`src/common/rcc_consts.svh`:
```
`ifndef RCC_CONSTS_SVH
`define RCC_CONSTS_SVH

// ------------------------------
// sizes
// ------------------------------
// reset sources feeding each rsr
`define RCC_NUM_SRC 14
// register data bus
`define RCC_DATA_W 32
// flops per synchronizer chain
`define RCC_SYNC_STAGES 2

// ------------------------------
// bit positions
// ------------------------------
// lpwr2 on top, flags run downward to d1
`define RCC_FLAG_MSB 31
`define RCC_OBL_BIT 17
`define RCC_RMVF_BIT 16
// csr fields
`define RCC_LSION_BIT 0
`define RCC_LSIRDY_BIT 1

// por, pin, bor, d2, d1 read 1 out of reset
`define RCC_FLAG_RST_MASK 14'h1f00

`endif
```
`src/common/rcc_access_pkg.sv`:
```
package rcc_access_pkg;

  // access direction, sampled with req
  typedef enum logic {
    OP_READ  = 1'b0,
    OP_WRITE = 1'b1
  } acc_op_e;

  // ------------------------------
  // four-phase handshake
  // ------------------------------
  // ack is high in ACK and RELEASE
  typedef enum logic [1:0] {
    IDLE    = 2'd0,
    ACCESS  = 2'd1,
    ACK     = 2'd2,
    RELEASE = 2'd3
  } acc_state_e;

endpackage

```
`src/common/rcc_reg_pkg.sv`:
```
package rcc_reg_pkg;

  // ------------------------------
  // register map
  // ------------------------------
  // one code per register, top code maps to nothing
  typedef enum logic [1:0] {
    ADDR_RSR_C1 = 2'd0,
    ADDR_RSR_C2 = 2'd1,
    ADDR_CSR    = 2'd2,
    ADDR_NONE   = 2'd3
  } reg_addr_e;

  // ------------------------------
  // source / flag index
  // ------------------------------
  // same order as the rsr bit layout, msb first
  // obl comes last, it sits below the reserved bit
  typedef enum logic [3:0] {
    FLAG_LPWR2 = 4'd0,
    FLAG_LPWR1 = 4'd1,
    FLAG_WWDG2 = 4'd2,
    FLAG_WWDG1 = 4'd3,
    FLAG_IWDG2 = 4'd4,
    FLAG_IWDG1 = 4'd5,
    FLAG_SFT2  = 4'd6,
    FLAG_SFT1  = 4'd7,
    FLAG_POR   = 4'd8,
    FLAG_PIN   = 4'd9,
    FLAG_BOR   = 4'd10,
    FLAG_D2    = 4'd11,
    FLAG_D1    = 4'd12,
    FLAG_OBL   = 4'd13
  } flag_idx_e;

endpackage

```
`src/common/rsr_if.sv`:
```
`include "rcc_consts.svh"

// one instance per core status register
interface rsr_if;

  // synchronized reset sources
  logic [`RCC_NUM_SRC-1:0] src_sync;
  // single-cycle rmvf write strobe and its value
  logic                    rmvf_wr;
  logic                    rmvf_val;
  // full register image back to the read mux
  logic [`RCC_DATA_W-1:0]  rsr_val;

  // synchronizer side
  modport src (output src_sync);

  // flag storage
  modport rsr (input src_sync, input rmvf_wr, input rmvf_val, output rsr_val);

  // register access side
  modport acc (output rmvf_wr, output rmvf_val, input rsr_val);

endinterface

```
`src/rcc_vdd_reg.sv`:
```
`include "rcc_consts.svh"

module rcc_vdd_reg (
  input  logic                    clk,
  input  logic                    rst,
  // async reset causes, level high
  input  logic [`RCC_NUM_SRC-1:0] rst_src,
  input  logic                    lsi_rdy,
  // four-phase register port
  input  logic                    req,
  input  logic                    op,
  input  logic [1:0]              addr,
  input  logic [`RCC_DATA_W-1:0]  wdata,
  output logic                    ack,
  output logic [`RCC_DATA_W-1:0]  rdata
);

  // per-core status register links
  rsr_if rsr_c1_if ();
  rsr_if rsr_c2_if ();

  logic lsirdy_sync;

  // ------------------------------
  // input side
  // ------------------------------
  rst_src_sync u_rst_src_sync (
    .clk         (clk),
    .rst         (rst),
    .rst_src     (rst_src),
    .lsi_rdy     (lsi_rdy),
    .c1          (rsr_c1_if.src),
    .c2          (rsr_c2_if.src),
    .lsirdy_sync (lsirdy_sync)
  );

  // ------------------------------
  // status registers
  // ------------------------------
  rsr_flags u_rsr_c1 (.clk(clk), .rst(rst), .bus(rsr_c1_if.rsr));
  rsr_flags u_rsr_c2 (.clk(clk), .rst(rst), .bus(rsr_c2_if.rsr));

  // register port, csr and read path
  rcc_reg_access u_rcc_reg_access (
    .clk         (clk),
    .rst         (rst),
    .req         (req),
    .op          (op),
    .addr        (addr),
    .wdata       (wdata),
    .ack         (ack),
    .rdata       (rdata),
    .lsirdy_sync (lsirdy_sync),
    .c1          (rsr_c1_if.acc),
    .c2          (rsr_c2_if.acc)
  );

endmodule

```
`src/rcc_reg_access.sv`:
```
`include "rcc_consts.svh"

module rcc_reg_access (
  input  logic                   clk,
  input  logic                   rst,
  input  logic                   req,
  input  logic                   op,
  input  logic [1:0]             addr,
  input  logic [`RCC_DATA_W-1:0] wdata,
  output logic                   ack,
  output logic [`RCC_DATA_W-1:0] rdata,
  input  logic                   lsirdy_sync,
  rsr_if.acc                     c1,
  rsr_if.acc                     c2
);

  rcc_access_pkg::acc_state_e state, state_nxt;
  rcc_access_pkg::acc_op_e    op_dec;
  rcc_reg_pkg::reg_addr_e     addr_dec;
  logic                       wr_en;
  logic                       lsion;
  logic [`RCC_DATA_W-1:0]     rd_mux;

  assign op_dec   = rcc_access_pkg::acc_op_e'(op);
  assign addr_dec = rcc_reg_pkg::reg_addr_e'(addr);

  // ------------------------------
  // handshake fsm
  // ------------------------------
  always_comb begin
    state_nxt = state;
    case (state)
      rcc_access_pkg::IDLE:    if (req) state_nxt = rcc_access_pkg::ACCESS;
      rcc_access_pkg::ACCESS:  state_nxt = rcc_access_pkg::ACK;
      // hold ack until master lets go
      rcc_access_pkg::ACK:     if (!req) state_nxt = rcc_access_pkg::RELEASE;
      rcc_access_pkg::RELEASE: state_nxt = rcc_access_pkg::IDLE;
      default:                 state_nxt = rcc_access_pkg::IDLE;
    endcase
  end

  always_ff @(posedge clk) begin
    if (rst) begin
      state <= rcc_access_pkg::IDLE;
    end else begin
      state <= state_nxt;
    end
  end

  assign ack = (state == rcc_access_pkg::ACK) || (state == rcc_access_pkg::RELEASE);

  // ------------------------------
  // write decode
  // ------------------------------
  // strobe lands on the edge where ack rises
  assign wr_en       = (state == rcc_access_pkg::ACCESS) && (op_dec == rcc_access_pkg::OP_WRITE);
  assign c1.rmvf_wr  = wr_en && (addr_dec == rcc_reg_pkg::ADDR_RSR_C1);
  assign c2.rmvf_wr  = wr_en && (addr_dec == rcc_reg_pkg::ADDR_RSR_C2);
  assign c1.rmvf_val = wdata[`RCC_RMVF_BIT];
  assign c2.rmvf_val = wdata[`RCC_RMVF_BIT];

  // csr oscillator enable, lsirdy is read only
  always_ff @(posedge clk) begin
    if (rst) begin
      lsion <= 1'b0;
    end else if (wr_en && (addr_dec == rcc_reg_pkg::ADDR_CSR)) begin
      lsion <= wdata[`RCC_LSION_BIT];
    end
  end

  // ------------------------------
  // read mux
  // ------------------------------
  always_comb begin
    rd_mux = '0;
    case (addr_dec)
      rcc_reg_pkg::ADDR_RSR_C1: rd_mux = c1.rsr_val;
      rcc_reg_pkg::ADDR_RSR_C2: rd_mux = c2.rsr_val;
      rcc_reg_pkg::ADDR_CSR: begin
        rd_mux[`RCC_LSION_BIT]  = lsion;
        rd_mux[`RCC_LSIRDY_BIT] = lsirdy_sync;
      end
      // unmapped reads 0
      default:                  rd_mux = '0;
    endcase
  end

  // captured once, held through ack
  always_ff @(posedge clk) begin
    if (state == rcc_access_pkg::ACCESS) begin
      rdata <= rd_mux;
    end
  end

endmodule

```
`src/rsr/rsr_flags.sv`:
```
`include "rcc_consts.svh"

module rsr_flags (
  input  logic clk,
  input  logic rst,
  rsr_if.rsr   bus
);

  // sticky flags, indexed by flag_idx_e
  logic [`RCC_NUM_SRC-1:0] flags;
  // remove-flag bit
  logic                    rmvf;

  // ------------------------------
  // flag and rmvf storage
  // ------------------------------
  always_ff @(posedge clk) begin
    if (rst) begin
      // power-on style causes read 1
      flags <= `RCC_FLAG_RST_MASK;
      rmvf  <= 1'b0;
    end else begin
      if (bus.rmvf_wr) begin
        rmvf <= bus.rmvf_val;
      end
      // clear beats set while rmvf is held
      if (rmvf) begin
        flags <= '0;
      end else begin
        flags <= flags | bus.src_sync;
      end
    end
  end

  // ------------------------------
  // register image
  // ------------------------------
  always_comb begin
    bus.rsr_val = '0;
    // lpwr2 .. d1 packed down from the msb
    for (int i = 0; i < int'(rcc_reg_pkg::FLAG_OBL); i++) begin
      bus.rsr_val[`RCC_FLAG_MSB - i] = flags[i];
    end
    // bit 18 left reserved, obl below it
    bus.rsr_val[`RCC_OBL_BIT]  = flags[rcc_reg_pkg::FLAG_OBL];
    bus.rsr_val[`RCC_RMVF_BIT] = rmvf;
  end

endmodule

```
`src/rst_src_sync.sv`:
```
`include "rcc_consts.svh"

module rst_src_sync (
  input  logic                    clk,
  input  logic                    rst,
  input  logic [`RCC_NUM_SRC-1:0] rst_src,
  input  logic                    lsi_rdy,
  rsr_if.src                      c1,
  rsr_if.src                      c2,
  output logic                    lsirdy_sync
);

  // ------------------------------
  // sync chains
  // ------------------------------
  // lsi_rdy rides along as the top bit
  logic [`RCC_SYNC_STAGES-1:0][`RCC_NUM_SRC:0] sync_q;

  always_ff @(posedge clk) begin
    if (rst) begin
      sync_q <= '0;
    end else begin
      // first stage samples async levels
      sync_q[0] <= {lsi_rdy, rst_src};
      for (int s = 1; s < `RCC_SYNC_STAGES; s++) begin
        sync_q[s] <= sync_q[s-1];
      end
    end
  end

  // ------------------------------
  // fan-out
  // ------------------------------
  // both cores see the same sources
  assign c1.src_sync  = sync_q[`RCC_SYNC_STAGES-1][`RCC_NUM_SRC-1:0];
  assign c2.src_sync  = sync_q[`RCC_SYNC_STAGES-1][`RCC_NUM_SRC-1:0];
  // csr ready bit
  assign lsirdy_sync  = sync_q[`RCC_SYNC_STAGES-1][`RCC_NUM_SRC];

endmodule

```
`config.mk`:
```
export PLATFORM = sky130hd
export DESIGN_NAME = rcc_vdd_reg
export DESIGN_NICKNAME = d
export VERILOG_FILES = /design/src/common/rcc_access_pkg.sv /design/src/common/rcc_reg_pkg.sv /design/src/common/rsr_if.sv /design/src/rcc_vdd_reg.sv /design/src/rcc_reg_access.sv /design/src/rsr/rsr_flags.sv /design/src/rst_src_sync.sv
export VERILOG_INCLUDE_DIRS = /design/src /design/src/common
export SDC_FILE = /design/constraint.sdc
export NUM_CORES = 1
export LEC_CHECK = 0
export ABC_AREA = 1
export BUFFER_PORTS_ARGS = -buffer_cell sky130_fd_sc_hd__buf_2
export CORE_MARGIN = 5
export CORE_UTILIZATION = 54
export DETAILED_ROUTE_END_ITERATION = 12
export GPL_ROUTABILITY_DRIVEN = 0
export PLACE_DENSITY = 0.92
export SLEW_MARGIN = 5
export SYNTH_ARGS = -nofsm -noshare
export SYNTH_HDL_FRONTEND = slang
export SYNTH_SLANG_ARGS = --single-unit
```
`constraint.sdc`:
```
create_clock -name clk -period 4.5 [get_ports clk]
set_input_delay 0.225 -clock clk [delete_from_list [all_inputs] [get_ports clk]]
set_output_delay 0.225 -clock clk [all_outputs]
set_load 0.01 [all_outputs]
```
# ---- Word-level counts from Yosys, hierarchy flattened
# Cells that the tools add are included.
dict set report classes {
  bitwise_logic 2
  reduce_logical 10
  muxes 6
  eq_ne 7
}
# operator count
set op_table {}
lappend op_table {{case mux 30 bit (2 select lines)} 1}
lappend op_table {{OR 14 bit} 2}
lappend op_table {{two-way mux 13 bit} 2}
lappend op_table {{case mux 2 bit (4 select lines)} 1}
lappend op_table {{equality test 2 bit (second input constant)} 3}
lappend op_table {{equality test 2 x 1 -> 1 bit (second input constant)} 2}
lappend op_table {{logical AND 1 bit} 4}
lappend op_table {{zero test 2 bit} 2}
lappend op_table {{two-way mux 2 bit} 2}
lappend op_table {{inequality test 2 bit (second input constant)} 2}
lappend op_table {{OR reduction 2 bit} 2}
lappend op_table {{AND reduction 2 bit} 1}
lappend op_table {{logical OR 1 bit} 1}
dict set report word_totals {
  in_bits 53
  wordCells 37
  output_inout_bits 33
  register_bits 95
}

# ---- Depth between registers and ports, before layout
# Gate-level depths: netlist of run 1.
dict set report logic_depth {
  ltp_word 3
  depth_mapped 7
}

# ---- Cells and area by module
# A second synthesis of run 1 with hierarchy kept.
dict set report unflattened {
  hier_cells 442
  hier_area_um2 3897.5
}
# module seq_area_each_um2 area_each_um2 instances cells_each
set by_module_without_submodules {}
lappend by_module_without_submodules {rcc_reg_access 1021.0 1651.6 1 181}
lappend by_module_without_submodules {rsr_flags 300.3 588.1 2 70}
lappend by_module_without_submodules {rst_src_sync 600.6 1069.8 1 121}

# ---- Worst setup path before layout of run 1
# Ideal clock, no wire load.
dict set report synth_path {
  path_kind {register to register}
  startpoint {register u_rcc_reg_access.state[1]}
  endpoint {register u_rcc_reg_access.lsion}
  t_arrival_ps 1330
  setup_slack_ps 3055
  t_required_ps 4385
  setup_ps 115
  stages_incl_launch_ff 8
  path_cell_list {dfxtp_1 > inv_1 > ha_1 > nand2_1 > inv_1 > nand3_1 > nand2_1 > nor2_1}
}
dict set report synth_between {
  elab_chain_len 3
}
# item line_no
set synth_rtl {}
lappend synth_rtl {{start: declaration} rcc_reg_access.sv:17} ;# rcc_access_pkg::acc_state_e state, state_nxt;
lappend synth_rtl {{start signal: assignment} rcc_reg_access.sv:44} ;# state <= rcc_access_pkg::IDLE;
lappend synth_rtl {{start signal: assignment} rcc_reg_access.sv:46} ;# state <= state_nxt;
lappend synth_rtl {{equality test 2 x 1 -> 1 bit} rcc_reg_access.sv:56} ;# assign wr_en = (state == rcc_access_pkg::ACCESS) && (op_dec == rcc_access_pkg::OP_WRITE);
lappend synth_rtl {{logical AND 1 bit} rcc_reg_access.sv:56}
lappend synth_rtl {{logical AND 1 bit} rcc_reg_access.sv:66} ;# end else if (wr_en && (addr_dec == rcc_reg_pkg::ADDR_CSR)) begin
lappend synth_rtl {{end signal: assignment} rcc_reg_access.sv:67} ;# lsion <= wdata[`RCC_LSION_BIT];
lappend synth_rtl {{end: declaration} rcc_reg_access.sv:21} ;# logic lsion;
# No other way between the ends.
# A chain may end at the register's enable or synchronous reset.

# ---- Worst setup path in the final report of run 1
dict set report layout_path {
  startpoint {register u_rcc_reg_access.state[1]}
  endpoint {register u_rsr_c1.rmvf}
}
dict set report layout_between {
  elab_chain_len 3
}
# item line_no
set layout_rtl {}
lappend layout_rtl {{equality test 2 x 1 -> 1 bit} rcc_reg_access.sv:56}
lappend layout_rtl {{logical AND 1 bit} rcc_reg_access.sv:56}
lappend layout_rtl {{logical AND 1 bit} rcc_reg_access.sv:57} ;# assign c1.rmvf_wr = wr_en && (addr_dec == rcc_reg_pkg::ADDR_RSR_C1);
lappend layout_rtl {{end signal: assignment} rsr_flags.sv:24} ;# rmvf <= bus.rmvf_val;
lappend layout_rtl {{end: declaration} rsr_flags.sv:12} ;# logic rmvf;
# No other way between the ends.

==> flow_summary.ini, run 1 <==
[clock_tree]
cts.sinks = 80
cts.reportedPaths.clkPinSlew_ns = 0.07
cts_buffers = 9
postCtsSetupRepairBufs = 0
cts_tree = built
cts_root_buffer = clkbuf_8
cts_resized = 0
ctsHoldBuffers = 0
htreeDepth = 3
clk_latency_ns = 0.34
clock_path_buffers = 2

[run]
cap_violations = 0

[power]
p_leak_nw = 1.514
p_per_area_nw_per_um2 = 528.3
ir_drop_uv = 243.0

[worst_setup_path]
critical_path_peak_fanout = 18
path_class = reg -> reg
endpoint_kind = flop
cp_top_family = adder cells
worstPathCellList = inv_1, ha_1, nand2_1, inv_1, nand3_1, nand2_1, nor2_1
rrSetupSlack_ns = 2.72
cp.arrival_ns = 2.01
worst-path-buf-inv = 2
slowest_stage = ha_1
max_stage_delay_ns = 0.69
start_kind = flop
required_ns = 4.73

[sta]
fmax_ghz = 0.5628
maxSlewViolCount = 0
period_needed_ns = 1.777
period_share_pct = 39.49
worst_pin_slew_ns = 0.7951
finalHoldViolations = 0
setup_viol = 0
rsz0062_at_grt = no
skew_ns = 0.008086
relSlewSlack_pct = 46.99
setup_tns_ns = 0
whs_ns = 0.08714

[layout]
nFillCells = 426
synthToLayoutAreaGrowth_pct = 15.79
n_antenna_cell = 0
nNetsFinal = 412
drive_gt1_share_pct = 16.71
regArea_um2 = 1772
multi_input_area_um2 = 695.7

[global_routing]
first_global_vias = 1801
grtUsageTotal_pct = 15.57
antenna_found_initial = 0
globalRoute.totalOverflow = 0
grt_pass1_wl_um = 7734
grt_max_degree = 32

[detailed_routing]
dr.pass1.iters = 5
drtIter0Drc = 167
routedWlPerCell_um = 11.01
via_per_inst = 4.441
drc_errors = 0
wl_um = 4725
ant_nets = 0
num_vias = 1905

[synth]
syn_inst = 308
yosys_warnings = 0
syn_area_um2 = 2821
synth_edf_count = 17
synth_common_cells = inv_1, dfxtp_1, nor2_1
ys_ff_latch = 80
yosys.area.top_type = dfxtp_1
synthTopCellsByArea = dfxtp_1, edfxtp_1, inv_1
synth_top_cell_area_share_pct = 44.70
async_flop_share_pct = 0
yosysMostFrequentCell = inv_1
synth.avg_cell_area_um2 = 9.161
ys.flop_type = dfxtp_1
ys_seq_area_share_pct = 62.79
synth.distinct_cells = 19

[die]
floorplan.die.width_um = 82.29
core_um2 = 5107
die-area_um2 = 6771
std_cell_rows = 26
initial_core_util_pct = 55.24
io_pins = 86
die_h_um = 82.29

[run_status]
outcome = complete, no violations

[placed_design]
dpl.hpwl_um = 3184
io_buffers = 40

[min_path]
min-delay-path-class = in -> reg
-- worst reg2reg max path: stages (launching register included) --
cell and delay, ns:
dfxtp_1 0.35, inv_1 0.12, ha_1 0.69, nand2_1 0.11, inv_1 0.19, nand3_1 0.10
nand2_1 0.08, nor2_1 0.05
-- layout make-up --
| cell class | count | share of cell area, % |
|---|---|---|
| sequential | 80 | 54.23 |
| clock buffer | 9 | 3.792 |
| inverter | 74 | 8.502 |
| tap | 70 | 2.681 |
| multi-input combinational | 149 | 21.29 |
| clock inverter | 7 | 3.370 |
| timing repair buffer | 40 | 6.128 |
-- kinds of logic (layout without fill, tap and decap cells) --
| family | Yosys count | in the layout | synth area share (%) |
|---|---|---|---|
| AOI/OAI and AO/OA | 41 | 41 | 7.716 |
| adders and majority gates | 5 | 5 | 2.217 |
| buffers and inverters | 93 | 130 | 14.41 |
| DFF | 80 | 80 | 62.79 |
| other | 1 | 15 | 0.1329 |
| and+or+nand+nor | 88 | 88 | 12.73 |
-- layout by cell type (no fill, tap or decap), drive strengths merged, types with 3 or more instances in the layout --
master  synthesis  final
a21oi          21     21
clkbuf          3      9
o21ai          10     10
conb            1     15
nand3           4      4
bufinv          0      3
ha              5      5
o22ai          10     10
nor2           43     43
buf            16     40
dfxtp          63     63
clkinv          0      3
nand2          39     39
edfxtp         17     17
inv            74     74
-- flip-flops by register name, summed over array words and instances, names as in the netlist --
| name | flops |
|---|---|
| u_rcc_reg_access.rdata | 17 |
| u_rsr_c1.rmvf | 1 |
| u_rcc_reg_access.lsion | 1 |
| u_rsr_c1.flags | 14 |
| u_rcc_reg_access.state | 2 |
| u_rsr_c2.rmvf | 1 |
| u_rst_src_sync.lsirdy_sync | 1 |
| u_rst_src_sync.sync_q | 15 |
| u_rst_src_sync.c1.src_sync | 14 |
| u_rsr_c2.flags | 14 |
-- final timing paths --
path / startpoint / endpoint / cells after the start
setup / recovery: u_rcc_reg_access.state[1] / u_rsr_c1.rmvf / 7
hold / removal: rst_src[7] / u_rst_src_sync.sync_q[7] / 3
setup reg to reg: u_rcc_reg_access.state[1] / u_rsr_c1.rmvf / 7
hold reg to reg: u_rst_src_sync.sync_q[6] / u_rst_src_sync.c1.src_sync[6] / 2
-- through the flow --
| stage | worst slack, ns | std cells | instance area (µm²) | utilization, % | power [W] |
|---|---|---|---|---|---|
| after CTS | 2.693 | 429 | 3267 | 63.96 | 0.001742 |
| final | 2.723 | 429 | 3267 | 63.96 | 0.001726 |
| after detailed placement | 2.734 | 413 | 3033 | 59.38 | 0.001145 |
| after global routing | 2.513 | 429 | 3267 | 63.96 | 0.001812 |
| after global placement | 2.852 | 413 | 3033 | 59.38 | 0.001124 |
| after floorplan | 3.055 | 322 | 2874 | - | 0.001057 |
-- layer usage --
layer / up-vias / track usage (%) / wire [µm]
li1: 988 / - / -
met2: 61 / 25.72 / 2265
met4: 0 / 9.801 / 125
met1: 843 / 17.34 / 2018
met5: - / 0 / 0
met3: 13 / 4.881 / 315
-- power breakdown --
group	switching [W]	total, W	leakage, nW	internal, W
clock	0.000236	0.000599	0.114	0.000363
combinational	0.000170	0.000265	0.719	0.0000951
sequential	0.0000283	0.000862	0.681	0.000834
Note: power is estimated with default switching activity, not from simulation.
==> run 2: changes to the inputs <==
--- a/config.mk
+++ b/config.mk
@@ -9,10 +9,10 @@
 export ABC_AREA = 1
 export BUFFER_PORTS_ARGS = -buffer_cell sky130_fd_sc_hd__buf_2
 export CORE_MARGIN = 5
-export CORE_UTILIZATION = 54
+export CORE_UTILIZATION = 45
 export DETAILED_ROUTE_END_ITERATION = 12
 export GPL_ROUTABILITY_DRIVEN = 0
-export PLACE_DENSITY = 0.92
+export PLACE_DENSITY = 0.83
 export SLEW_MARGIN = 5
 export SYNTH_ARGS = -nofsm -noshare
 export SYNTH_HDL_FRONTEND = slang
==> constraint.sdc (replaced) <==
create_clock -name clk -period 1.5 [get_ports clk]
set_input_delay 0.075 -clock clk [delete_from_list [all_inputs] [get_ports clk]]
set_output_delay 0.075 -clock clk [all_outputs]
set_load 0.01 [all_outputs]
==> run 2 against run 1 <==
  * Clock-buffer cell count did not move
  * Die area rose by 17%
  * Wire length fell by 2.9%
  * Non-clock buffer count rose by 19
  * Largest power group unchanged
  * Critical path type is now reg -> out
  * Global-route usage fell by 2.9 points
  * Sequential cell count did not move
  * Core utilization fell by 7.0 points
  * Sequential power rose to 3.0 times the previous value
  * Combinational power rose to 3.4 times the previous value
  * Setup slack got worse by 2.6 ns
==> flow_summary.ini, run 2 (synthesized netlist as in run 1, its figures left out) <==
[worst_setup_path]
endpoint_kind = primary output
path_class = reg -> out
start_kind = flop
critical_path_peak_fanout = 4
cp.arrival_ns = 1.35
required_ns = 1.42

[sta]
whs_ns = 0.05619
rsz0062_at_grt = no
fmax_ghz = 0.7019
setup_tns_ns = 0
skew_ns = 0.009548
period_share_pct = 94.99
maxSlewViolCount = 0
period_needed_ns = 1.425
finalHoldViolations = 0
layout_setup_ws_ns = 0.07521
setup_viol = 0

[layout]
drive_gt1_share_pct = 18.25
n_antenna_cell = 0
synthToLayoutAreaGrowth_pct = 21.73
largest_register_ffs = 17
largest_registers = u_rcc_reg_access.rdata x17, u_rst_src_sync.sync_q x15
final_common_cell = inv_1
mostFrequentLayoutCells = inv_1, dfxtp_1, nor2_1
nFillCells = 526
final_cell_area_um2 = 3435
regMostFlops = u_rcc_reg_access.rdata
regArea_um2 = 1773
multi_input_area_um2 = 708.2
nNetsFinal = 431

[power]
design_power_total_w = 0.005053
ir_drop_uv = 686.4
p_leak_nw = 1.583
p_per_area_nw_per_um2 = 1471

[global_routing]
grt_pass1_wl_um = 7562
globalRoute.totalOverflow = 0
grtUsageTotal_pct = 12.65
grt_max_degree = 31
first_global_vias = 1820
antenna_found_initial = 0

[detailed_routing]
wl_um = 4587
dr.pass1.iters = 4
drtIter0Drc = 112
routedWlPerCell_um = 10.13
via_per_inst = 4.155
ant_nets = 0
num_vias = 1882
drc_errors = 0

[die]
io_pins = 86
std_cell_rows = 28
floorplan.die.width_um = 89.18
core_um2 = 6026
initial_core_util_pct = 46.82
die_h_um = 89.18
die-area_um2 = 7953

[placed_design]
pre_cts_slack_ns = 0.3006
io_buffers = 40
place_area_um2 = 3062
dpl.hpwl_um = 3209

[clock_tree]
cts_tree = built
cts.sinks = 80
clock_path_buffers = 2
cts_buffers = 9
clk_latency_ns = 0.34
cts_root_buffer = clkbuf_8
htreeDepth = 3
cts.reportedPaths.clkPinSlew_ns = 0.08

[min_path]
min-delay-path-class = in -> reg

[run]
cap_violations = 0

[run_status]
outcome = complete, no violations
[run 2: cell count changes in the layout (fill, tap and decap cells not counted), sizes merged]
cell,previous run,this run
buf,40,44
dlygate4sd3,0,15
bufinv,3,1
clkinv,3,2
inv,74,77
[run 2: routing by layer]
layer / wire, µm / global-route usage (%)
met5: 0 / 0
met4: 87 / 6.766
met1: 1993 / 13.83
met3: 350 / 4.240
met2: 2156 / 21.63
[run 2: timing repair]
action / 4_1_cts / 5_1_grt
hold endpoints to repair: 15 / 0
hold buffers: 15 / 0
setup endpoints to repair: 1 / 1
gates resized for setup: 2 / 2
buffers inserted: 1 / 0
pin swaps: 0 / 0
[run 2: worst max-delay path, cell delays in order (launching register included)]
cell,delay [ns]
dfxtp_2,0.36
inv_2,0.07
ha_4,0.17
or2_2,0.28
buf_2,0.14
[run 2: final cells by class]
cell class	count	area share (%)
multi-input cells	149	20.62
repair buffers	59	11.07
clock buffers	9	3.607
inverters	74	8.087
flip-flops and latches	80	51.62
clock inverters	7	2.259
well taps	75	2.732
[run 2: worst paths after layout]
kind	start	end	slack, ns	depth (start not counted)
hold reg to reg	u_rst_src_sync.sync_q[11]	u_rst_src_sync.c1.src_sync[11]	0.40	2
hold / removal	wdata[0]	u_rcc_reg_access.lsion	0.06	5
setup / recovery	u_rcc_reg_access.state[0]	ack	0.08	4
setup reg to reg	u_rcc_reg_access.state[1]	u_rcc_reg_access.lsion	0.24	6
[run 2: per-stage QoR]
stage | util, % | cells
5_1_grt | 57.00 | 453
6_report | 57.00 | 453
2_1_floorplan | - | 322
3_3_place_gp | 50.81 | 421
4_1_cts | 56.83 | 453
3_5_place_dp | 50.81 | 421
[run 2: where the power goes]
part           leakage [nW]  internal [W]  switching, W  total [W]
logic                 0.802      0.000368      0.000531   0.000899
registers             0.681       0.00250     0.0000890    0.00259
clock network         0.101      0.000785      0.000782    0.00157
==> run 3: changes to the inputs <==
--- a/config.mk
+++ b/config.mk
@@ -11,8 +11,8 @@
 export CORE_MARGIN = 5
 export CORE_UTILIZATION = 45
 export DETAILED_ROUTE_END_ITERATION = 12
-export GPL_ROUTABILITY_DRIVEN = 0
 export PLACE_DENSITY = 0.83
+export SETUP_SLACK_MARGIN = 0.4
 export SLEW_MARGIN = 5
 export SYNTH_ARGS = -nofsm -noshare
 export SYNTH_HDL_FRONTEND = slang
==> run 3 against run 2 <==
  * Cell area is 3.8% higher
  * Clock-buffer cell count is 1 higher
  * Highest routed layer unchanged
  * Power grew 5.5%
  * Critical path type unchanged
  * Sequential share of layout area down 1.8 points
  * Critical endpoint unchanged
  * Final cell count is 0.88% higher
  * Core utilization is 2.2 points higher
  * Maximum frequency is 9.0% higher
  * Register-to-register slack gained 0.08 ns
  * Die area is the same
  * Clock power fell by 6%
==> flow_summary.ini, run 3 (synthesized netlist as in run 1, its figures left out) <==
[power]
p_seq_share_pct = 48.9
p_per_area_nw_per_um2 = 1495
power.internal_w = 0.003843
p_leak_nw = 1.617
combPwrFrac_pct = 23.4
power.switching_w = 0.001488
swShare_pct = 27.91
ir_drop_uv = 864.7
p_clk_share_pct = 27.7

[placed_design]
dpl.hpwl_um = 3248
io_buffers = 40
gp_routability_congestion = 0.7482
place_area_um2 = 3067

[die]
initial_core_util_pct = 46.82
std_cell_rows = 28
die_h_um = 89.18
core_um2 = 6026
floorplan.die.width_um = 89.18
die-area_um2 = 7953
io_pins = 86

[worst_setup_path]
cp-endpoint = ack
start_kind = flop
r2r_cells = 8
rrSetupSlack_ns = 0.32
reg2reg_from = u_rcc_reg_access.state[0]
endpoint_kind = primary output
critical_path_peak_fanout = 3
cp.arrival_ns = 1.23
regToRegEndpoint = u_rcc_reg_access.state[1]
path_class = reg -> out
crit_path_start = u_rcc_reg_access.state[0]
required_ns = 1.42

[layout]
n_antenna_cell = 0
largest_registers = u_rcc_reg_access.rdata x17, u_rst_src_sync.sync_q x15
nNetsFinal = 435
multi_input_area_um2 = 794.5
drive_gt1_share_pct = 24.35
final_common_cell = inv_1
final_cell_area_um2 = 3566
mostFrequentLayoutCells = inv_1, dfxtp_1, buf_2
regMostFlops = u_rcc_reg_access.rdata
largest_register_ffs = 17
synthToLayoutAreaGrowth_pct = 26.39
nFillCells = 528
fin_util_pct = 59.18
regArea_um2 = 1777

[clock_tree]
clock_path_buffers = 2
cts.sinks = 80
cts_tree = built
cts_buffers = 9
htreeDepth = 3
cts_root_buffer = clkbuf_8
clk_latency_ns = 0.34
cts.reportedPaths.clkPinSlew_ns = 0.08

[sta]
skew_ns = 0.007610
finalHoldViolations = 0
setup_tns_ns = 0
period_needed_ns = 1.307
maxSlewViolCount = 0
fmax_ghz = 0.7650
period_share_pct = 87.14
setup_viol = 0
rsz0062_at_grt = yes

[detailed_routing]
routedWlPerCell_um = 10.87
dr.pass1.iters = 4
num_vias = 1944
drtIter0Drc = 137
drc_errors = 0
ant_nets = 0
wl_um = 4969
via_per_inst = 4.254

[global_routing]
first_global_vias = 1940
antenna_found_initial = 0
grt_max_degree = 31
grt_pass1_wl_um = 8148
grtUsageTotal_pct = 13.44
globalRoute.totalOverflow = 0

[min_path]
hp-start = wdata[0]
min-delay-path-class = in -> reg

[run_status]
outcome = complete, no violations

[run]
cap_violations = 0
run 3: cell count changes in the layout (fill, tap and decap cells not counted), moves of 3 or more:
cell / before / now
buf_6: 0 / 5
inv_4: 0 / 3
nor2_1: 41 / 38
ha_1: 4 / 0
inv_6: 3 / 0
inv_1: 71 / 68
nand2_1: 38 / 31
nand2_2: 1 / 6
run 3: through the flow:
stage                     power (W)  hold WS [ns]  setup slack [ns]  cells
after floorplan            0.003208        0.1820            0.4012    322
after global placement     0.003439        0.2752            0.2854    420
after detailed placement   0.003502        0.2857            0.2520    420
after CTS                  0.005213       0.04395            0.1861    456
after global routing       0.005631       0.08076            0.1526    457
final                      0.005332       0.05308            0.1928    457
run 3: worst max-delay path, stage by stage (launching register included):
cell     delay, ns
dfxtp_4       0.37
inv_4         0.04
ha_4          0.15
or2_4         0.22
buf_6         0.12
run 3: worst min-delay path by stage:
stage | end | slack, ns | depth (start not counted)
detailed placement | u_rst_src_sync.sync_q[10] | 0.29 | 3
CTS | u_rcc_reg_access.lsion | 0.04 | 5
global placement | u_rst_src_sync.sync_q[6] | 0.28 | 3
global route | u_rcc_reg_access.lsion | 0.08 | 5
finish | u_rcc_reg_access.lsion | 0.05 | 5
floorplan | u_rst_src_sync.sync_q[0] | 0.18 | 2
run 3: power by group through the flow:
stage	clock network, W	logic, W	registers (W)
after floorplan	0	0.000503	0.00270
after global placement	0	0.000815	0.00262
after detailed placement	0	0.000862	0.00264
after CTS	0.00151	0.00110	0.00261
after global routing	0.00161	0.00138	0.00264
final	0.00148	0.00125	0.00261
run 3: final cells by class:
class,instances,share of cell area [%]
clock buffer,10,3.579
clock inverter,6,1.649
inverter,74,7.930
multi-input combinational,149,22.28
sequential,80,49.82
tap,75,2.632
timing repair buffer,63,12.11
run 3: timing repair:
action	CTS	global route
endpoints found under the setup margin	13	35
hold buffers	15	0
gates resized for setup	17	17
pin swaps	7	3
setup buffers	5	1
hold endpoints to repair	15	0
run 3: layer usage:
| layer | part of all wire (%) | vias up | global-route usage, % | wire length (µm) |
|---|---|---|---|---|
| met4 | 2.1 | 0 | 8.390 | 102 |
| met1 | 42 | 838 | 15.11 | 2078 |
| met5 | 0 | - | 0 | 0 |
| li1 | - | 1036 | - | - |
| met3 | 7.1 | 10 | 3.226 | 353 |
| met2 | 49 | 60 | 22.84 | 2434 |
